### src/verilog/pod_settings.svh
//////////////////////////////
// Capture path sizes: channels, words, blocks
// FIFO depth and priority threshold, DRAM address fields
//////////////////////////////

`ifndef POD_SETTINGS_SVH
`define POD_SETTINGS_SVH

// Channel count and channel number width
`define POD_CHANNELS 8
`define POD_CHAN_BITS 3

// One compressed item is a format flag plus 16 data bits
`define POD_ITEM_BITS 17
// Three items per FIFO word
`define POD_WORD_BITS 51
// Five words per DRAM block
`define POD_BLOCK_WORDS 5

// Per-channel word FIFO
`define POD_FIFO_DEPTH 16
`define POD_FIFO_LEVEL_BITS 5
// Levels above this win the first arbitration pass
`define POD_FIFO_THRESHOLD 8

// DRAM side
`define POD_PTR_BITS 22
`define POD_ADDR_BITS 29
`define POD_DATA_BITS 256

`endif

### src/verilog/pod_pkg.sv
//////////////////////////////
// Shared types: compressed item, FIFO word union,
// assembled block and DRAM write request
//////////////////////////////

`include "pod_settings.svh"

package pod_pkg;

	// One compressed item
	typedef struct packed {
		// Format flag from the compressor
		logic fmt;
		logic [`POD_ITEM_BITS-2:0] data;
	} pod_item_t;

	// Item view of a word, item 0 in the top bits
	typedef struct packed {
		pod_item_t item0;
		pod_item_t item1;
		pod_item_t item2;
	} pod_word_items_t;

	// A FIFO word, moved raw or decoded by item
	typedef union packed {
		logic [`POD_WORD_BITS-1:0] raw;
		pod_word_items_t items;
	} pod_word_u;

	// Five words, word i at bits i*51 upward
	typedef logic [`POD_BLOCK_WORDS*`POD_WORD_BITS-1:0] pod_block_t;

	// One 256-bit DRAM write
	typedef struct packed {
		logic [`POD_ADDR_BITS-1:0] addr;
		logic [`POD_DATA_BITS-1:0] data;
	} pod_wr_req_t;

endpackage

### src/verilog/pod_word_fifo.sv
//////////////////////////////
// Single-clock word FIFO with fill level
//////////////////////////////

`include "pod_settings.svh"

module pod_word_fifo import pod_pkg::*; (
	input logic clk_ram,
	input logic rst,

	// Push side, never stalled
	input logic wr_en,
	input pod_word_u wr_word,

	// Pop side, data one cycle after rd_en
	input logic rd_en,
	output pod_word_u rd_word,
	output logic empty,
	output logic [`POD_FIFO_LEVEL_BITS-1:0] level
);

	localparam int ADDR_BITS = $clog2(`POD_FIFO_DEPTH);

	pod_word_u mem [`POD_FIFO_DEPTH];

	logic [ADDR_BITS-1:0] wr_ptr;
	logic [ADDR_BITS-1:0] rd_ptr;
	logic full;
	logic wr_accept;
	logic rd_accept;

	assign full = (level == `POD_FIFO_LEVEL_BITS'(`POD_FIFO_DEPTH));
	assign empty = (level == '0);

	// Overflowing words are lost
	assign wr_accept = wr_en && !full;
	assign rd_accept = rd_en && !empty;

	// Pointers and fill count
	always_ff @(posedge clk_ram) begin
		if (rst) begin
			wr_ptr <= '0;
			rd_ptr <= '0;
			level <= '0;
		end else begin
			if (wr_accept)
				wr_ptr <= wr_ptr + 1'b1;
			if (rd_accept)
				rd_ptr <= rd_ptr + 1'b1;
			level <= level + `POD_FIFO_LEVEL_BITS'(wr_accept)
				- `POD_FIFO_LEVEL_BITS'(rd_accept);
		end
	end

	// Storage and registered read port
	always_ff @(posedge clk_ram) begin
		if (wr_accept)
			mem[wr_ptr] <= wr_word;
		if (rd_accept)
			rd_word <= mem[rd_ptr];
	end

	//////////////////////////////
	// Checks

	// The assembler only pops a word that is there
	a_no_underflow: assert property (@(posedge clk_ram) disable iff (rst)
		!(rd_en && empty));

endmodule

### config.mk
export PLATFORM = sky130hd
export DESIGN_NAME = pod_word_fifo
export DESIGN_NICKNAME = d
export VERILOG_FILES = /design/src/verilog/pod_pkg.sv /design/src/verilog/pod_word_fifo.sv
export VERILOG_INCLUDE_DIRS = /design/src /design/src/verilog
export SDC_FILE = /design/constraint.sdc
export NUM_CORES = 1
export LEC_CHECK = 0
export BUFFER_PORTS_ARGS = -buffer_cell sky130_fd_sc_hd__buf_2
export CELL_PAD_IN_SITES_DETAIL_PLACEMENT = 2
export CELL_PAD_IN_SITES_GLOBAL_PLACEMENT = 2
export CORE_ASPECT_RATIO = 1.25
export CORE_MARGIN = 1
export CORE_UTILIZATION = 25
export DETAILED_ROUTE_END_ITERATION = 16
export MAX_ROUTING_LAYER = met4
export PLACE_DENSITY = 0.5
export SLEW_MARGIN = 10
export SYNTH_ARGS = -nofsm -noshare
export SYNTH_HDL_FRONTEND = slang
export SYNTH_SLANG_ARGS = --single-unit
### constraint.sdc
create_clock -name clk_ram -period 12.9 [get_ports clk_ram]
set_input_delay 3.225 -clock clk_ram [delete_from_list [all_inputs] [get_ports clk_ram]]
set_output_delay 3.225 -clock clk_ram [all_outputs]
set_load 0.05 [all_outputs]
==> results_dict.tcl <==
set metrics [dict create \
    period_share 0.4192 \
    initialDrtViolationCount 852 \
    synth_fa_ha_area_frac 0.004803 \
    grt_pass1_vias 16980 \
    clock_latency_ns 0.67 \
    rsz0062_at_grt "no" \
    grt_pass1_wl_um 123500 \
    ioPinCount 112 \
    finalPower_mw 7.442 \
    nets 1625 \
    root_buffer "clkbuf_16" \
    synthSimpleGateAreaFrac 0.01338 \
    vias 14890 \
    cp_common_cell "inv_1" \
    hold_path.class "reg2reg" \
    clkPwrFrac 0.342 \
    drc 0 \
    wl_per_cell_um 25.03 \
    grt_use_total 0.1318 \
    synthXorXnorAreaFrac 0.002402 \
    max_freq_mhz 184.9 \
    crit_type "reg2out" \
    status "complete, no violations" \
    vias_per_cell 4.432 \
    seqPwrFrac 0.463 \
    yosys.area.top_type "edfxtp_1" \
    antenna_found_initial 11 \
    dr_wl_met2_um 42100 \
    timing.hold.ws_ns 0.5360 \
    timing.critical_path.buf_inv 3 \
    crit_arrival_ns 2.18 \
    power.internal_mw 5.343 \
    slowest_delay_ns 0.57 \
    grt_max_degree 94 \
    avgSynthCellArea_um2 23.44 \
    initial_utilization 0.2521 \
    p_sw_mw 2.099 \
    syn-num-nets 1467 \
    syn2layout_area_growth_pct 16.72 \
    yosys.cell_types.count 28 \
    dr_wl_met3_um 3733 \
    hold_buffers 0 \
    drv_cap 0 \
    p_sw_frac 0.2820 \
    cts_resized 0 \
    clock-skew-final_ns 0.02383 \
    netlist_instances 1400 \
    routed.top_layer "met4" \
    drive_gt1_frac 0.3037 \
    vdd_ir_drop_max_v 0.00009864 \
    drtAntennaViolNets 0 \
    setup_ws_ns 7.492 \
    cts_tree "built" \
    drt_wl_total_um 84090 \
    crit_chain "inv_1 > ha_1 > or4b_1 > inv_1 > buf_2" \
    clkSinkCount 880 \
    dieArea_mm2 0.1328 \
    power_density_mw_per_mm2 194.3 \
    fp-row-count 148 \
    cp_max_fo 5 \
    post-place-ws_ns 7.056 \
    post-cts-setup-buffers 0 \
    ys_seq_elements 880 \
    post-dp-hpwl_um 46550 \
    grt_overflow_total 0 \
    first_pass_iters 5 \
    netlist.area_leader.share 0.7932 \
    hold_violations 0 \
    period_needed_ns 5.408 \
    synth_compound_area_frac 0.02447 \
    die_x_um 326.1 \
    cts_max_path_buffers 3 \
    synth.area.mux_share 0.1400 \
    port_buffers 111 \
    fin_util 0.2943 \
    cp-start-kind "flop" \
    worst_slew_margin_rel 0.2361 \
    fin_setup_tns_ns 0 \
    ys.warnings.count 0 \
    drv_slew 0 \
    cpMaxStageDelayCell "or4b_1" \
    wl_met1_um 36680 \
    netlist_area_mm2 0.03282 \
    yosysSeqAreaShare 0.8011 \
    synth_top_family_by_area "multiplexers" \
    p_leak_nw 11.66 \
    setup_violations 0 \
    worst_pin_slew_ns 1.143 \
    gp_congestion 0.6903 \
    endpoint_kind "output port" \
    coreArea_mm2 0.1302 \
    htreeDepth 3 \
    cts_buffers 92 \
    crit_required_ns 9.68 \
    netlist_top_cells_area "edfxtp_1 79%, mux4_2 14%, a22oi_1 2.3%, dfxtp_1 0.79%, nand2_1 0.67%" \
    clk_pin_slew_ns 0.06 \
    crit_family "simple AND/OR/NAND/NOR gates" \
    combPwrFrac 0.195 \
    die_h_um 407.1 \
]
## logic make-up (layout without fill, tap and decap cells)
group	count (synthesis)	after routing
other	0	4
AO/OA/AOI/OAI	109	109
AND/OR/NAND/NOR	103	103
multiplexers	204	204
flip-flops	880	880
buffers and inverters	83	313
adder cells (fa/ha/maj)	12	12
XOR/XNOR	9	9
## tightest hold or removal path: cells and delay by family, from the launching register on
family           cells  cell delay [ns]
AO/OA/AOI/OAI        1             0.06
flip-flops           1             0.36
AND/OR/NAND/NOR      1             0.08
## cells in the mapped netlist (all sizes together)
library cell  instances
and2                  2
inv                  10
or4b                  1
o21ai                 1
ha                   11
edfxtp              867
nand2                59
clkbuf               33
xnor2                 3
or3                   1
nand4bb               1
fa                    1
nor3                  4
nand3                 5
nor2                 22
dfxtp                13
buf                  40
and3                  2
a22oi               102
a21oi                 5
nand2b                2
xor2                  6
mux4                204
a21o                  1
nor2b                 4
## path summary, 6_finish.rpt
path | from | endpoint | slack, ns | depth (start not counted)
setup / recovery | level[3]$_SDFF_PP0_ | empty | 7.49 | 5
hold / removal | wr_ptr[1]$_SDFFE_PP0P_ | wr_ptr[1]$_SDFFE_PP0P_ | 0.54 | 2
setup reg to reg | rd_ptr[1]$_SDFFE_PP0P_ | rd_word[3]$_DFFE_PP_ | 8.26 | 6
hold reg to reg | wr_ptr[1]$_SDFFE_PP0P_ | wr_ptr[1]$_SDFFE_PP0P_ | 0.54 | 2
## placed cells by master (no fill, tap or decap), drive strengths merged, types with 3 or more instances in the layout
master    Yosys  final
nor2         22     22
clkbuf       33    112
mux4        204    204
inv          10     16
nand3         5      5
xnor2         3      3
dfxtp        13     13
clkinv        0     38
diode         0      4
nand2        59     59
clkinvlp      0      5
nor3          4      4
edfxtp      867    867
nor2b         4      4
xor2          6      6
a22oi       102    102
bufinv        0      5
buf          40    137
a21oi         5      5
ha           11     11
## power by group through the flow
stage	logic [mW]	clock network [mW]	registers [mW]
finish	1.45	2.55	3.44
detailed placement	1.51	0	3.51
global route	1.58	2.73	3.47
CTS	1.51	2.64	3.46
global placement	1.50	0	3.51
floorplan	0.896	0	3.68
## state kept, by name, indices dropped and copies added (netlist names)
register,flops
rd_word,51
level,5
rd_ptr,4
mem,816
wr_ptr,4
## metal layers
metal	vias up	global-route usage
met5	-	-
met4	0	0.03675
met3	106	0.02242
met2	329	0.2155
met1	8178	0.1680
li1	6273	-
## metrics by stage
step	std cells	cell area, um^2
finish	3359	38310
global route	3359	38310
CTS	3355	38300
detailed placement	3189	35470
global placement	3189	35470
floorplan	1400	32820
## cell type report
cell class	count	area, um^2
antenna	4	10.01
clock buffer	112	2399
clock inverter	54	429.2
fill	12980	91870
inverter	10	40.04
multi-input combinational	437	6208
sequential	880	26300
tap	1725	2158
timing repair buffer	137	763.2
(Power assumes the default switching activity.)
