===== src/verilog/pod_settings.svh =====
//////////////////////////////
// Capture path sizes: channels, words, blocks
// FIFO depth and priority threshold, DRAM address fields
//////////////////////////////

`ifndef POD_SETTINGS_SVH
`define POD_SETTINGS_SVH

// Channel count and channel number width
`define POD_CHANNELS 8
`define POD_CHAN_BITS 3

// One compressed item is a format flag plus 16 data bits
`define POD_ITEM_BITS 17
// Three items per FIFO word
`define POD_WORD_BITS 51
// Five words per DRAM block
`define POD_BLOCK_WORDS 5

// Per-channel word FIFO
`define POD_FIFO_DEPTH 16
`define POD_FIFO_LEVEL_BITS 5
// Levels above this win the first arbitration pass
`define POD_FIFO_THRESHOLD 8

// DRAM side
`define POD_PTR_BITS 22
`define POD_ADDR_BITS 29
`define POD_DATA_BITS 256

`endif


===== src/verilog/pod_pkg.sv =====
//////////////////////////////
// Shared types: compressed item, FIFO word union,
// assembled block and DRAM write request
//////////////////////////////

`include "pod_settings.svh"

package pod_pkg;

	// One compressed item
	typedef struct packed {
		// Format flag from the compressor
		logic fmt;
		logic [`POD_ITEM_BITS-2:0] data;
	} pod_item_t;

	// Item view of a word, item 0 in the top bits
	typedef struct packed {
		pod_item_t item0;
		pod_item_t item1;
		pod_item_t item2;
	} pod_word_items_t;

	// A FIFO word, moved raw or decoded by item
	typedef union packed {
		logic [`POD_WORD_BITS-1:0] raw;
		pod_word_items_t items;
	} pod_word_u;

	// Five words, word i at bits i*51 upward
	typedef logic [`POD_BLOCK_WORDS*`POD_WORD_BITS-1:0] pod_block_t;

	// One 256-bit DRAM write
	typedef struct packed {
		logic [`POD_ADDR_BITS-1:0] addr;
		logic [`POD_DATA_BITS-1:0] data;
	} pod_wr_req_t;

endpackage


===== src/verilog/pod_block_assembler.sv =====
//////////////////////////////
// Groups five FIFO words into one DRAM block
//////////////////////////////

`include "pod_settings.svh"

module pod_block_assembler import pod_pkg::*; (
	input logic clk_ram,
	input logic rst,

	// FIFO read side
	input logic word_empty,
	output logic rd_en,
	input pod_word_u rd_word,

	// Block towards the writer
	input logic clear,
	output pod_block_t block,
	output logic block_valid
);

	// Words already stored
	logic [2:0] count;
	// A read issued last cycle, data arriving now
	logic rd_valid;
	// Words stored by the end of this cycle
	logic [2:0] count_fwd;

	//////////////////////////////
	// Pop control

	always_comb begin
		count_fwd = count + 3'(rd_valid);
		rd_en = 1'b0;
		if (!word_empty) begin
			// Keep filling a block that is not complete
			if (!block_valid && (count_fwd < 3'(`POD_BLOCK_WORDS)))
				rd_en = 1'b1;
			// Block consumed, start the next one right away
			if (clear)
				rd_en = 1'b1;
		end
	end

	//////////////////////////////
	// Fill state

	always_ff @(posedge clk_ram) begin
		if (rst) begin
			rd_valid <= 1'b0;
			count <= '0;
			block_valid <= 1'b0;
		end else begin
			rd_valid <= rd_en;
			count <= count_fwd;
			if (count_fwd == 3'(`POD_BLOCK_WORDS))
				block_valid <= 1'b1;
			// Clear wins over a completing block
			if (clear) begin
				block_valid <= 1'b0;
				count <= '0;
			end
		end
	end

	// Returned word goes to the slot named by the stored count
	always_ff @(posedge clk_ram) begin
		if (rd_valid)
			block[count*`POD_WORD_BITS +: `POD_WORD_BITS] <= rd_word.raw;
	end

	//////////////////////////////
	// Checks

	// Reads in flight never overfill a block
	a_count_max: assert property (@(posedge clk_ram) disable iff (rst)
		count_fwd <= 3'(`POD_BLOCK_WORDS));

endmodule


===== config.mk =====
export PLATFORM = sky130hd
export DESIGN_NAME = pod_block_assembler
export DESIGN_NICKNAME = d
export VERILOG_FILES = /design/src/verilog/pod_pkg.sv /design/src/verilog/pod_block_assembler.sv
export VERILOG_INCLUDE_DIRS = /design/src /design/src/verilog
export SDC_FILE = /design/constraint.sdc
export NUM_CORES = 1
export LEC_CHECK = 0
export BUFFER_PORTS_ARGS = -buffer_cell sky130_fd_sc_hd__clkbuf_2
export CAP_MARGIN = 30
export CORE_UTILIZATION = 56
export DETAILED_ROUTE_END_ITERATION = 6
export PLACE_DENSITY = 0.85
export RECOVER_POWER = 50
export SLEW_MARGIN = 20
export SYNTH_ARGS = -nofsm -noshare
export SYNTH_HDL_FRONTEND = slang
export SYNTH_SLANG_ARGS = --single-unit

===== constraint.sdc =====
create_clock -name clk_ram -period 18.2 [get_ports clk_ram]
set_input_delay 1.82 -clock clk_ram [delete_from_list [all_inputs] [get_ports clk_ram]]
set_output_delay 1.82 -clock clk_ram [all_outputs]
set_load 0.02 [all_outputs]

==> out/qor.log <==
qor: outcome.status finished with violations
qor: outcome.violated_checks capacitance limit, slew limit
qor: route.final_antenna_net_count 0
qor: worst_setup_path.reg2regPathDepth 6
qor: floorplanning.row_cnt 50
qor: placement.finalWeightedCongestion 0.8357
qor: timing.max_slew_violations 308
qor: floorplanning.dieArea 19770 um2
qor: synthesis.post-synth-top-area-cell sky130_fd_sc_hd__edfxtp_1
qor: worst_setup_path.r2r_setup_slack 11220 ps
qor: placement.pre_cts_ws 13860 ps
qor: worst_setup_path.r2r-end block[130]
qor: finish.most_common_library_cell_in_the_layout_ignoring_fill_and_taps sky130_fd_sc_hd__clkbuf_1
qor: timing.setup-violations-final 0
qor: route.drc_errors 0
qor: finish.design_area 12710 um2
qor: synthesis.count_of_mapped_cells_out_of_synthesis 734
qor: pwr.power_switching_share 0.2103
qor: worst_setup_path.worstSetupStartpoint count[0]
qor: timing.relSlewSlack -1.346
qor: job.drv.max_cap_violation_count 6
qor: route.routed-via-count 7514
qor: timing.finalHoldViolations 0
qor: timing.rsz0062_at_grt no
qor: placement.detailed_place_hpwl 19.73 mm
qor: floorplanning.core 18770 um2
qor: finish.n_antenna_cell 0
qor: global_route.grt.overflow.total 0
qor: synthesis.syn-mean-instance-area 14.66 um2
qor: pwr.pwr-share-seq 0.524
qor: synthesis.post_synth_instance_area 10760 um2
qor: synthesis.synth_enable_flop_cells 255
qor: clocking.cts_tree done
qor: global_route.grt_pass1_vias 7150
qor: route.dr.first_iter.drc_count 807
qor: timing.tns 0 ps
qor: route.detail_route.wirelength 30.07 mm
qor: synthesis.synth_top_area_frac 0.7116
qor: clocking.cts.root.buffer_cell sky130_fd_sc_hd__clkbuf_16
qor: synthesis.ys_seq_elements 260
qor: timing.worst_hold_margin 517.2 ps
qor: clocking.ctsResizeCount 0
qor: synthesis.dominantRegCellSynth sky130_fd_sc_hd__edfxtp_1
qor: worst_setup_path.required 18340 ps
qor: worst_setup_path.worstSetupStartpointType flop
qor: synthesis.synth_sequential_area_ratio 0.7209
qor: finish.final_cell_mix 266 x sky130_fd_sc_hd__clkbuf_1, 255 x sky130_fd_sc_hd__edfxtp_1, 95 x sky130_fd_sc_hd__and3_1, 54 x sky130_fd_sc_hd__inv_1, 54 x sky130_fd_sc_hd__clkbuf_2
qor: hold_path.hold_path.class flop to flop
qor: global_route.grt_first_pass_wirelength 43.48 mm
qor: global_route.maximum_number_of_pins_on_one_net_before_global_route_repair 97
qor: pwr.switching_power 0.0002663 W
qor: timing.min_period 6977 ps
qor: worst_setup_path.critPathArrivalTime 7120 ps
qor: clocking.insertion_delay 520 ps
qor: pwr.p_leak 4.666 nW
qor: worst_setup_path.crit_path_max_fanout 80
qor: finish.final_nets 1068
qor: timing.fmax 143.3 MHz
qor: finish.final_util 0.6771
qor: hold_path.worst_hold_path.endpoint block_valid
qor: worst_setup_path.worstReg2RegStart count[0]
qor: clocking.max-clock-path-buffers 3
qor: clocking.cts_made_buffers 26
qor: pwr.cellPowerDensity 99.63 nW/um2
qor: route.detailedRoute.firstPassIterationCount 5
qor: floorplanning.start_util 0.5733
qor: clocking.cts_hold_buffers 0
qor: synthesis.netlist_top_cells_area sky130_fd_sc_hd__edfxtp_1 71%, sky130_fd_sc_hd__a2111oi_2 6.7%, sky130_fd_sc_hd__and3_1 5.6%, sky130_fd_sc_hd__a211oi_1 3.8%, sky130_fd_sc_hd__nor3_1 2.4%
qor: route.wl_cell 23.85 um
qor: finish.layout-drive-gt1-share 0.1130
qor: finish.area_growth 18.09%
qor: pwr.power_frac_clock 0.428
qor: worst_setup_path.path_class flop to flop
qor: floorplanning.die_h 140.6 um
qor: placement.numPortBuffers 311
qor: timing.skew 7.014 ps
qor: clocking.post-cts-setup-buffer-count 0
qor: worst_setup_path.crit_path_end_kind flop
qor: floorplanning.top_level_ports 312
qor: pwr.cellInternalPower 0.0009997 W
qor: route.avgViaCountPerCell 5.959
qor: global_route.global_router_s_overall_resource_usage 0.2993
qor: clocking.level_count_of_the_clock_h_tree 1
qor: global_route.antenna_found_initial 0
qor: timing.layout_worst_path_cycle_share 0.3833
qor: synthesis.yosys_warnings 0
qor: synthesis.nets_in_the_synthesized_netlist 794
qor: pwr.power.ir.vdd_worst 62.83 uV
qor: synthesis.async_flop_share 0
qor: placement.placement.cell_area 12490 um2
qor: pwr.power.combinational.fraction 0.048
qor: hold_path.hold_depth 1
qor: hold_path.min-delay-start block_valid
qor: clocking.tritoncts_num_sinks 260
qor: clocking.clkTransAtPathRegs 60 ps
qor: floorplanning.chipWidth 140.6 um
qor: timing.worst_pin_slew 3520 ps
qor: synthesis.synth_cell_types 27
qor: timing.setup_ws 11220 ps
-- state kept, by name, indices dropped and copies added, names as in the netlist --
| register | count |
|---|---|
| block | 255 |
| rd_valid | 1 |
| count | 3 |
| block_valid | 1 |
-- layout make-up --
| type | count | area [um2] |
|---|---|---|
| Clock buffer | 32 | 694.4 |
| Clock inverter | 15 | 170.2 |
| Fill cell | 1422 | 6061 |
| Inverter | 54 | 202.7 |
| Multi-Input combinational cell | 340 | 2223 |
| Sequential cell | 260 | 7759 |
| Tap cell | 234 | 292.8 |
| Timing Repair Buffer | 326 | 1365 |
-- per-layer routing --
metal | vias up | global-route usage | share of wire
met3 | 61 | 0.06012 | 0.093
met4 | 0 | 0.1144 | 0.036
met1 | 3641 | 0.4097 | 0.40
met2 | 459 | 0.4771 | 0.48
li1 | 3353 | - | -
met5 | - | 0 | 0
-- worst max path at each step --
stage                  to  slack (ps)
6_report       block[130]       11220
5_1_grt        block[130]       10690
4_1_cts             rd_en       13780
3_5_place_dp        rd_en       13860
3_3_place_gp     block[3]       13480
2_1_floorplan  block[102]       11980
-- cells by family after synthesis --
kind of cell | count (synthesis) | synth area share
compound gates | 108 | 0.1101
fa+ha+maj | 5 | 0.005814
buf+inv | 134 | 0.04965
flops | 260 | 0.7209
xor+xnor | 3 | 0.002442
simple gates | 224 | 0.1110
-- synthesized netlist by cell type (2+ instances only) --
cell type                     n
sky130_fd_sc_hd__edfxtp_1   255
sky130_fd_sc_hd__inv_1       54
sky130_fd_sc_hd__nor2_1       5
sky130_fd_sc_hd__a2111oi_2   48
sky130_fd_sc_hd__nor2b_1      2
sky130_fd_sc_hd__xor2_1       2
sky130_fd_sc_hd__dfxtp_1      5
sky130_fd_sc_hd__ha_1         5
sky130_fd_sc_hd__buf_1       12
sky130_fd_sc_hd__a211oi_1    54
sky130_fd_sc_hd__nor4_1       4
sky130_fd_sc_hd__nor3_1      52
sky130_fd_sc_hd__and3_1      96
sky130_fd_sc_hd__clkbuf_1    53
sky130_fd_sc_hd__a2111oi_1    4
sky130_fd_sc_hd__buf_6        2
sky130_fd_sc_hd__buf_2       13
sky130_fd_sc_hd__nand3_1      4
sky130_fd_sc_hd__and2_1       4
sky130_fd_sc_hd__nand2_1     53
-- worst max-delay path, cell delays in order (launching register included) --
cell and delay (ps):
sky130_fd_sc_hd__dfxtp_1 1260, sky130_fd_sc_hd__inv_1 310, sky130_fd_sc_hd__ha_1 1110, sky130_fd_sc_hd__clkbuf_1 2540, sky130_fd_sc_hd__nand2_1 370, sky130_fd_sc_hd__a211oi_4 370
sky130_fd_sc_hd__buf_4 580
-- per-stage QoR --
| step | total power, W | std cells |
|---|---|---|
| after global placement | 0.0007389 | 1210 |
| final | 0.001266 | 1261 |
| after detailed placement | 0.0007414 | 1213 |
| after CTS | 0.001274 | 1260 |
| after floorplan | 0.0007098 | 734 |
| after global routing | 0.001298 | 1261 |
-- power by group through the flow --
stage,registers [W],logic (W),clock network [W]
final,0.000664,0.0000610,0.000541
after global routing,0.000664,0.0000651,0.000569
after CTS,0.000664,0.0000649,0.000544
after detailed placement,0.000677,0.0000649,0
after global placement,0.000677,0.0000619,0
after floorplan,0.000683,0.0000271,0
Note: power is estimated with default switching activity, not from simulation.
