===== src/verilog/pod_settings.svh =====
//////////////////////////////
// Capture path sizes: channels, words, blocks
// FIFO depth and priority threshold, DRAM address fields
//////////////////////////////

`ifndef POD_SETTINGS_SVH
`define POD_SETTINGS_SVH

// Channel count and channel number width
`define POD_CHANNELS 8
`define POD_CHAN_BITS 3

// One compressed item is a format flag plus 16 data bits
`define POD_ITEM_BITS 17
// Three items per FIFO word
`define POD_WORD_BITS 51
// Five words per DRAM block
`define POD_BLOCK_WORDS 5

// Per-channel word FIFO
`define POD_FIFO_DEPTH 16
`define POD_FIFO_LEVEL_BITS 5
// Levels above this win the first arbitration pass
`define POD_FIFO_THRESHOLD 8

// DRAM side
`define POD_PTR_BITS 22
`define POD_ADDR_BITS 29
`define POD_DATA_BITS 256

`endif


===== src/verilog/pod_pkg.sv =====
//////////////////////////////
// Shared types: compressed item, FIFO word union,
// assembled block and DRAM write request
//////////////////////////////

`include "pod_settings.svh"

package pod_pkg;

	// One compressed item
	typedef struct packed {
		// Format flag from the compressor
		logic fmt;
		logic [`POD_ITEM_BITS-2:0] data;
	} pod_item_t;

	// Item view of a word, item 0 in the top bits
	typedef struct packed {
		pod_item_t item0;
		pod_item_t item1;
		pod_item_t item2;
	} pod_word_items_t;

	// A FIFO word, moved raw or decoded by item
	typedef union packed {
		logic [`POD_WORD_BITS-1:0] raw;
		pod_word_items_t items;
	} pod_word_u;

	// Five words, word i at bits i*51 upward
	typedef logic [`POD_BLOCK_WORDS*`POD_WORD_BITS-1:0] pod_block_t;

	// One 256-bit DRAM write
	typedef struct packed {
		logic [`POD_ADDR_BITS-1:0] addr;
		logic [`POD_DATA_BITS-1:0] data;
	} pod_wr_req_t;

endpackage


===== src/verilog/pod_write_arbiter.sv =====
//////////////////////////////
// Two-pass selection of the next channel to write
//////////////////////////////

`include "pod_settings.svh"

module pod_write_arbiter import pod_pkg::*; (
	input logic clk_ram,
	input logic rst,

	// Complete blocks not being cleared
	input logic [`POD_CHANNELS-1:0] block_ready,
	input logic [`POD_FIFO_LEVEL_BITS-1:0] levels [`POD_CHANNELS],

	output logic grant_valid,
	output logic [`POD_CHAN_BITS-1:0] grant_channel
);

	logic sel_valid;
	logic [`POD_CHAN_BITS-1:0] sel_channel;

	// Later hits override earlier ones, so the highest channel wins
	always_comb begin
		sel_valid = 1'b0;
		sel_channel = '0;
		// Pass one, channels past the threshold
		for (int i = 0; i < `POD_CHANNELS; i++) begin
			if (block_ready[i] && (levels[i] > `POD_FIFO_THRESHOLD)) begin
				sel_valid = 1'b1;
				sel_channel = `POD_CHAN_BITS'(i);
			end
		end
		// Pass two, any ready channel
		if (!sel_valid) begin
			for (int i = 0; i < `POD_CHANNELS; i++) begin
				if (block_ready[i]) begin
					sel_valid = 1'b1;
					sel_channel = `POD_CHAN_BITS'(i);
				end
			end
		end
	end

	always_ff @(posedge clk_ram) begin
		if (rst) begin
			grant_valid <= 1'b0;
			grant_channel <= '0;
		end else begin
			grant_valid <= sel_valid;
			grant_channel <= sel_channel;
		end
	end

endmodule


===== config.mk =====
export PLATFORM = sky130hd
export DESIGN_NAME = pod_write_arbiter
export DESIGN_NICKNAME = d
export VERILOG_FILES = /design/src/verilog/pod_pkg.sv /design/src/verilog/pod_write_arbiter.sv
export VERILOG_INCLUDE_DIRS = /design/src /design/src/verilog
export SDC_FILE = /design/constraint.sdc
export NUM_CORES = 1
export LEC_CHECK = 0
export ABC_AREA = 0
export BUFFER_PORTS_ARGS = -buffer_cell sky130_fd_sc_hd__buf_2
export CAP_MARGIN = 20
export CORE_MARGIN = 3
export CORE_UTILIZATION = 27
export DETAILED_ROUTE_END_ITERATION = 8
export GPL_ROUTABILITY_DRIVEN = 0
export PLACE_DENSITY = 0.7
export SLEW_MARGIN = 20
export SYNTH_ARGS = -nofsm -noshare
export SYNTH_HDL_FRONTEND = slang
export SYNTH_SLANG_ARGS = --single-unit

===== constraint.sdc =====
create_clock -name clk_ram -period 1.5 [get_ports clk_ram]
set_clock_uncertainty 0.2 [all_clocks]
set_input_delay 0.225 -clock clk_ram [delete_from_list [all_inputs] [get_ports clk_ram]]
set_output_delay 0.225 -clock clk_ram [all_outputs]
set_load 0.01 [all_outputs]

==> flow_summary.json, run 1 <==
{
  "syn_area_per_cell_sq_um": 8.29,
  "dieArea_sq_um": 2080,
  "first_iter_violations": 0,
  "finalWorstSetupSlack_ps": 9.04,
  "grt_pass1_wl_microns": 2480,
  "regArea_sq_um": 80.1,
  "gr-total-overflow": 0,
  "final_nets": 171,
  "ant_nets": 0,
  "dpl_cell_area_sq_um": 841,
  "fin_crit_ps": 1490,
  "ios": 54,
  "yosysSeqAreaShare": 0.189,
  "use_met2": 0.279,
  "max-slew-margin-rel": 0.747,
  "io_buffer_count": 53,
  "cts_tree": "done",
  "vias_per_cell": 4.84,
  "total_power_mw": 0.457,
  "leakage_nw": 0.417,
  "wl_per_cell_microns": 11.0,
  "wl_microns": 1470,
  "grt_usage": 0.161,
  "start_util": 0.306,
  "most-common-layout-cells": "buf_2 (53), buf_4 (11), o21ai_0 (8), nor4_4 (6), nor2_1 (5)",
  "dr_total_vias": 649,
  "rows": 13,
  "finalInstanceArea_sq_um": 898,
  "max_freq_mhz": 671,
  "drt_pass1_iterations": 1,
  "multiInputGateArea_sq_um": 415,
  "synth_cell_type_count": 19,
  "syn-num-nets": 101,
  "mostFrequentLayoutCell": "buf_2",
  "path_class": "primary input to register",
  "fp.dieH_microns": 45.6,
  "dp_cells": 130,
  "slew_viol_final": 0,
  "clockBufferDepth": 2,
  "core_area_sq_um": 1380,
  "cts.sinks": 4,
  "route.detailed.drc": 0,
  "drive_above_1_share": 0.739,
  "cp.arrival_ps": 1390,
  "timing.max_cap.violations": 0,
  "rsz0062_at_grt": "yes",
  "grtUsageMet3": 0.0316,
  "synthCells": 51,
  "worstMarginPinSlew_ps": 376,
  "numCtsBuffers": 3,
  "cp-start-kind": "primary input",
  "worstPathMaxFanout": 3,
  "ir_drop_mv": 0.211,
  "hold_class": "primary input to register",
  "top_usage_layer": "met2",
  "status": "finished, final reports clean",
  "crit_required_ps": 1400,
  "clockRootBuffer": "clkbuf_4",
  "use_met1": 0.190,
  "htree_levels": 1,
  "clk_pin_slew_ps": 40,
  "area_delta_synth_final_pct": 112,
  "hold_viol": 0,
  "cp-startpoint": "levels[34]",
  "ys_ff_latch": 4,
  "critPathCapture": "grant_channel[0]",
  "die_w_microns": 45.6,
  "powerDensity_nw_per_um2": 509,
  "antenna_cells": 0,
  "antenna_found_initial": 0,
  "layout_worst_path_cycle_share": 0.994,
  "grt_max_degree": 5,
  "grt_pass1_vias": 662,
  "n_fill_cell": 125,
  "yosysWarnings": 0,
  "fin_cells": 134,
  "setup-violations-final": 0,
  "worst_setup_path_end_kind": "register",
  "synth_area_sq_um": 423,
  "pre_cts_slack_ps": -285
}
==> metrics by stage <==
| step | util | hold slack, ps | setup TNS [ps] |
|---|---|---|---|
| floorplan | - | 92.9 | -38.2 |
| global placement | 0.608 | 239 | -497 |
| detailed placement | 0.608 | 245 | -656 |
| CTS | 0.641 | 91.2 | 0 |
| global route | 0.650 | 118 | -82.9 |
| finish | 0.650 | 95.5 | 0 |
==> routing by layer <==
metal | part of all wire | vias to the layer above | wire length (microns)
met2 | 0.54 | 27 | 797
met1 | 0.38 | 271 | 551
met5 | 0 | - | 0
li1 | - | 351 | -
met4 | 0 | 0 | 0
met3 | 0.082 | 0 | 121
==> report_power, final <==
| part | leakage [nW] | total (mW) | switching (mW) | internal, mW |
|---|---|---|---|---|
| sequential | 0.0336 | 0.118 | 0.00166 | 0.116 |
| clock | 0.0138 | 0.131 | 0.0414 | 0.0893 |
| combinational | 0.370 | 0.209 | 0.0958 | 0.113 |
| total | 0.417 | 0.457 | 0.139 | 0.318 |
==> worst max-delay path: stages <==
cell      delay, ps
buf_2           120
nor4_4          300
o22ai_2         140
nor4_4          330
and3b_2         230
a311oi_2         40
==> cells in the mapped netlist, drive strengths merged <==
library cell / number / share of area
a31oi: 2 / 0.030
and3b: 1 / 0.024
a311oi: 1 / 0.035
o21ai: 9 / 0.11
inv: 1 / 0.0089
o31ai: 2 / 0.035
nor4: 10 / 0.27
or3: 1 / 0.018
o211ai: 1 / 0.018
dfxtp: 4 / 0.19
nand2b: 1 / 0.015
nor2: 5 / 0.044
nor3: 2 / 0.024
a21oi: 3 / 0.035
or2: 4 / 0.059
o22ai: 4 / 0.089
==> state kept, by name, indices dropped and copies added (netlist names) <==
signal	cells
grant_channel	3
grant_valid	1
==> layout make-up <==
class | instances | share of cell area
inverter | 1 | 0.00418
clock buffer | 3 | 0.0251
multi-input combinational | 46 | 0.462
sequential | 4 | 0.0891
tap | 15 | 0.0209
timing repair buffer | 65 | 0.398
==> kinds of logic after synthesis <==
logic type,after synthesis,share of synthesized area
simple gates,24,0.453
compound gates,22,0.349
flops,4,0.189
buf+inv,1,0.00887
==> worst min-delay path by stage <==
stage	startpoint	end	slack, ps	cells past startpoint
6_report	block_ready[0]	grant_valid	100	3
3_3_place_gp	rst	grant_channel[0]	240	2
3_5_place_dp	rst	grant_channel[0]	240	2
2_1_floorplan	rst	grant_channel[0]	90	1
5_1_grt	block_ready[0]	grant_valid	120	3
4_1_cts	block_ready[0]	grant_valid	90	3
==> timing repair <==
item                                    4_1_cts  5_1_grt
endpoints found under the hold margin         1        0
hold buffers                                  1        0
resized for setup                             2        4
pin swaps                                     1        0
setup buffers                                 0        0
endpoints found under the setup margin        1        3
No activity file was read; power rests on OpenSTA's default activity.
==> run 2, diff against run 1 <==
--- a/config.mk
+++ b/config.mk
@@ -14,6 +14,7 @@
 export DETAILED_ROUTE_END_ITERATION = 8
 export GPL_ROUTABILITY_DRIVEN = 0
 export PLACE_DENSITY = 0.7
+export SETUP_SLACK_MARGIN = 0.15
 export SLEW_MARGIN = 20
 export SYNTH_ARGS = -nofsm -noshare
 export SYNTH_HDL_FRONTEND = slang
==> flow_summary.json, run 2 (synthesized netlist as in run 1, its figures left out) <==
{
  "leakage_nw": 0.439,
  "ir_drop_mv": 0.217,
  "first_iter_violations": 7,
  "grt_usage": 0.164,
  "clockBufferDepth": 2,
  "worst_setup_path_end_kind": "register",
  "crit_required_ps": 1450,
  "final_nets": 172,
  "top_regs": "grant_channel: 3 flops, grant_valid: 1 flops",
  "finalInstanceArea_sq_um": 977,
  "fin_cells": 135,
  "die_w_microns": 45.6,
  "antenna_cells": 0,
  "fp.dieH_microns": 45.6,
  "htree_levels": 1,
  "timing.max_cap.violations": 0,
  "max-slew-margin-rel": 0.786,
  "fin_crit_ps": 1520,
  "vias_per_cell": 5.03,
  "layout_worst_path_cycle_share": 1.01,
  "cts.sinks": 4,
  "mostFrequentLayoutCell": "buf_2",
  "rows": 13,
  "setup-violations-final": 1,
  "core_area_sq_um": 1380,
  "ant_nets": 0,
  "clockRootBuffer": "clkbuf_4",
  "drt_pass1_iterations": 4,
  "wl_per_cell_microns": 12.3,
  "path_class": "primary input to register",
  "worstMarginPinSlew_ps": 318,
  "worstPathMaxFanout": 3,
  "largest_reg_flops": 3,
  "hold_viol": 0,
  "grt_pass1_wl_microns": 2580,
  "dpl_cell_area_sq_um": 846,
  "most-common-layout-cells": "buf_2 (48), buf_4 (12), nor4_4 (9), o21ai_0 (6)",
  "dieArea_sq_um": 2080,
  "gr-total-overflow": 0,
  "cts_tree": "done",
  "tns_ps": -18.7,
  "cp-start-kind": "primary input",
  "start_util": 0.306,
  "ios": 54,
  "rsz0062_at_grt": "yes",
  "grt_pass1_vias": 698,
  "clk_pin_slew_ps": 40,
  "drive_above_1_share": 0.750,
  "violations": "negative setup slack",
  "io_buffer_count": 53,
  "finalWorstSetupSlack_ps": -18.7,
  "cp.arrival_ps": 1470,
  "slew_viol_final": 0,
  "powerDensity_nw_per_um2": 498,
  "max_freq_mhz": 658,
  "status": "complete, but fails checks",
  "top_register": "grant_channel",
  "dp_cells": 129,
  "route.detailed.drc": 0,
  "dr_total_vias": 679,
  "hold_class": "primary input to register",
  "antenna_found_initial": 0,
  "wl_microns": 1660,
  "grt_max_degree": 5,
  "area_delta_synth_final_pct": 131,
  "numCtsBuffers": 3
}
[run 2: cell count changes in the layout (fill, tap and decap cells not counted)]
cell,delta
buf_4,+1
o22ai_1,-1
o21ai_0,-2
buf_2,-5
o22ai_4,+1
nor4_4,+3
o21ai_1,+2
nor4_2,-3
buf_6,+5
[run 2: layer usage]
| layer | vias up | share of wire | track usage |
|---|---|---|---|
| met5 | - | 0 | 0 |
| met4 | 0 | 0.0084 | 0.0702 |
| met3 | 2 | 0.081 | 0.0119 |
| met2 | 33 | 0.55 | 0.284 |
| met1 | 295 | 0.36 | 0.204 |
| li1 | 349 | - | - |
[run 2: path summary, 6_finish.rpt]
| check | slack [ps] | startpoint | depth (start not counted) | end |
|---|---|---|---|---|
| hold / removal | 100 | block_ready[0] | 3 | grant_valid |
| setup / recovery | -20 | levels[24] | 6 | grant_channel[0] |
[run 2: repair_timing]
action | CTS | global route
pin swaps | 5 | 5
setup endpoints to repair | 3 | 3
endpoints found under the hold margin | 2 | 0
resized for setup | 7 | 10
hold buffers | 1 | 0
setup buffers | 0 | 2
[run 2: worst max-delay path, cell delays in order]
cell      delay (ps)
buf_6            100
nor4_4           350
o22ai_4          140
nor4_4           330
o31ai_2          120
a311oi_2         200
[run 2: layout make-up]
cell class	instances	area (sq um)
Fill cell	109	405
Inverter	1	3.75
Clock buffer	3	22.5
Timing Repair Buffer	66	397
Tap cell	15	18.8
Multi-Input combinational cell	46	455
Sequential cell	4	80.1
[run 2: power by group]
part	internal, mW	total [mW]	switching [mW]
combinational	0.129	0.238	0.109
clock	0.0894	0.132	0.0423
sequential	0.116	0.117	0.00156
[run 2: stage by stage]
| stage | setup slack (ps) | power, mW | util | hold slack [ps] |
|---|---|---|---|---|
| global placement | -213 | 0.319 | 0.612 | 241 |
| global route | -96.8 | 0.522 | 0.707 | 127 |
| CTS | 37.1 | 0.473 | 0.662 | 94.8 |
| detailed placement | -297 | 0.325 | 0.612 | 247 |
| floorplan | -38.2 | 0.195 | - | 92.9 |
| finish | -18.7 | 0.487 | 0.707 | 98.8 |
==> run 3, diff against run 2 <==
--- a/config.mk
+++ b/config.mk
@@ -6,14 +6,15 @@
 export SDC_FILE = /design/constraint.sdc
 export NUM_CORES = 1
 export LEC_CHECK = 0
-export ABC_AREA = 0
+export ABC_AREA = 1
 export BUFFER_PORTS_ARGS = -buffer_cell sky130_fd_sc_hd__buf_2
 export CAP_MARGIN = 20
 export CORE_MARGIN = 3
-export CORE_UTILIZATION = 27
+export CORE_UTILIZATION = 29
 export DETAILED_ROUTE_END_ITERATION = 8
 export GPL_ROUTABILITY_DRIVEN = 0
-export PLACE_DENSITY = 0.7
+export MAX_ROUTING_LAYER = met4
+export PLACE_DENSITY = 0.71
 export SETUP_SLACK_MARGIN = 0.15
 export SLEW_MARGIN = 20
 export SYNTH_ARGS = -nofsm -noshare
==> flow_summary.json, run 3 <==
{
  "clk_pin_slew_ps": 40,
  "worst_setup_path_end_kind": "register",
  "clockBufferDepth": 2,
  "rsz0062_at_grt": "yes",
  "layout_worst_path_cycle_share": 0.967,
  "die_w_microns": 46.0,
  "hold_end": "grant_channel[2]",
  "status": "finished, final reports clean",
  "max_freq_mhz": 689,
  "syn-num-nets": 126,
  "synth_mux_area_frac": 0,
  "route.detailed.drc": 0,
  "timing.max_cap.violations": 0,
  "grt_usage": 0.159,
  "switchingPower_mw": 0.140,
  "gr-total-overflow": 0,
  "top_regs": "grant_channel: 3 flops, grant_valid: 1 flops",
  "fin_hold_ws_ps": 5.37,
  "crit_required_ps": 1460,
  "cts_tree": "done",
  "most-common-layout-cells": "buf_2 (50), nand2_1 (19), inv_1 (11), buf_4 (7), nor2_1 (6)",
  "ant_nets": 0,
  "grt_pass1_vias": 708,
  "post-route-util": 0.640,
  "wl_microns": 1650,
  "synth_ff_type": "dfxtp_1",
  "drive_above_1_share": 0.631,
  "fp.dieH_microns": 46.0,
  "hold_viol": 0,
  "area_delta_synth_final_pct": 93.2,
  "slowest_delay_ps": 290,
  "core_area_sq_um": 1400,
  "seq_power_share": 0.254,
  "yosysSeqAreaShare": 0.173,
  "final_nets": 193,
  "async_flop_share": 0,
  "ir_drop_mv": 0.166,
  "largest_reg_flops": 3,
  "comb_power_share": 0.465,
  "antenna_cells": 0,
  "mostFrequentLayoutCell": "buf_2",
  "wl_per_cell_microns": 10.6,
  "synth_top_family_by_area": "simple AND/OR/NAND/NOR gates",
  "dp_hpwl_microns": 1420,
  "total_power_mw": 0.463,
  "synth-compound-area-share": 0.314,
  "numCtsBuffers": 3,
  "antenna_found_initial": 0,
  "setup-violations-final": 0,
  "grt_max_degree": 5,
  "n_fill_cell": 134,
  "internal_power_mw": 0.322,
  "worst_path_max_delay_cell": "o31a_1",
  "synth_edf_count": 0,
  "synth_cell_type_count": 20,
  "start_util": 0.331,
  "grt_pass1_wl_microns": 2450,
  "leakage_nw": 0.505,
  "powerDensity_nw_per_um2": 517,
  "dieArea_sq_um": 2110,
  "ios": 54,
  "yosysWarnings": 0,
  "cp.arrival_ps": 1410,
  "tns_ps": 0,
  "path_class": "primary input to register",
  "synth_area_leader_cell": "dfxtp_1",
  "rows": 13,
  "cp-start-kind": "primary input",
  "synth_fa_ha_area_frac": 0,
  "synthXorXnorAreaFrac": 0,
  "hold_class": "primary input to register",
  "synth_area_sq_um": 463,
  "ys_ff_latch": 4,
  "synthCells": 76,
  "drt_pass1_iterations": 5,
  "p_clk_frac": 0.281,
  "swShare": 0.304,
  "clockRootBuffer": "clkbuf_4",
  "top_register": "grant_channel",
  "ctsHoldBuffers": 0,
  "post-synth-top-count-cell": "nand2_1",
  "worstPathMaxFanout": 4,
  "first_iter_violations": 5,
  "syn_area_per_cell_sq_um": 6.09,
  "io_buffer_count": 53,
  "synthSimpleGateAreaFrac": 0.400,
  "min_path_cells": 2,
  "path_cells": "buf_6 -> o31a_1 -> o21ai_2 -> nand2_1 -> nor2_2 -> inv_2 -> nor2_4 -> o21bai_1 -> a21oi_2",
  "synth.top_cell.area_share": 0.173,
  "htree_levels": 1,
  "worstHoldStart": "rst",
  "yosys-top-cells-count": "nand2_1 (20), inv_1 (11), nor2_1 (8), o21ai_2 (5)",
  "cts.sinks": 4,
  "dr_total_vias": 735,
  "max-slew-margin-rel": 0.802,
  "synthTopCellsByArea": "dfxtp_1 (17%), nand2_1 (16%), o21ai_2 (9.5%)",
  "worstMarginPinSlew_ps": 297,
  "fin_crit_ps": 1450,
  "slew_viol_final": 0,
  "vias_per_cell": 4.71
}
-- run 3: cell types whose count changed after synthesis, moves of 4 or more --
| cell | change |
|---|---|
| o21ai_0 | -8 |
| o31a_1 | +4 |
| o21ai_2 | +5 |
| nand2_1 | +20 |
| or2_2 | -4 |
| inv_1 | +10 |
| nor4_1 | -6 |
-- run 3: area by class of cell --
cell class	count	area, sq um	area share
multi-input cells	58	362	0.404
repair buffers	62	359	0.401
flip-flops and latches	4	80.1	0.0895
inverters	14	52.6	0.0587
clock buffers	3	22.5	0.0252
well taps	15	18.8	0.0210
-- run 3: cell families after synthesis --
logic type	Yosys count
buffers and inverters	14
and+or+nand+nor	39
DFF	4
AOI/OAI and AO/OA	19
-- run 3: worst max-delay path: cells and delay by family --
family	cells	cell delay, ps
AOI/OAI and AO/OA	4	670
and+or+nand+nor	3	350
buffers and inverters	2	160
-- run 3: worst max path at each step --
stage	start	endpoint	slack, ps	cells past startpoint
floorplan	levels[10]	grant_channel[0]	40	13
global placement	levels[10]	grant_channel[0]	-160	9
detailed placement	levels[10]	grant_channel[0]	-210	9
CTS	levels[10]	grant_channel[0]	60	14
global route	levels[15]	grant_channel[0]	-70	16
finish	levels[5]	grant_channel[0]	50	9
-- run 3: what timing repair did --
item / CTS / global route
gates resized for setup: 8 / 5
buffers inserted: 3 / 0
cloned: 0 / 0
pin swaps: 4 / 3
setup endpoints to repair: 4 / 4
-- run 3: power by group through the flow --
stage               Clock (mW)  Sequential (mW)  Combinational (mW)
detailed placement           0            0.119               0.189
CTS                      0.132            0.118               0.208
floorplan                    0            0.124              0.0765
global placement             0            0.119               0.183
global route             0.132            0.118               0.238
finish                   0.130            0.118               0.215
-- run 3: per-layer routing --
metal | wire (microns) | GRT usage
met5 | 0 | -
met4 | 2 | 0.0511
met3 | 148 | 0.0119
met2 | 938 | 0.324
met1 | 563 | 0.151
-- run 3: through the flow --
stage / instances / setup WS [ps] / instance area (sq um)
after detailed placement: 150 / -208 / 797
after CTS: 156 / 56.3 / 868
after global placement: 150 / -163 / 797
after global routing: 156 / -67.0 / 895
after floorplan: 76 / 41.1 / 468
final: 156 / 48.9 / 895
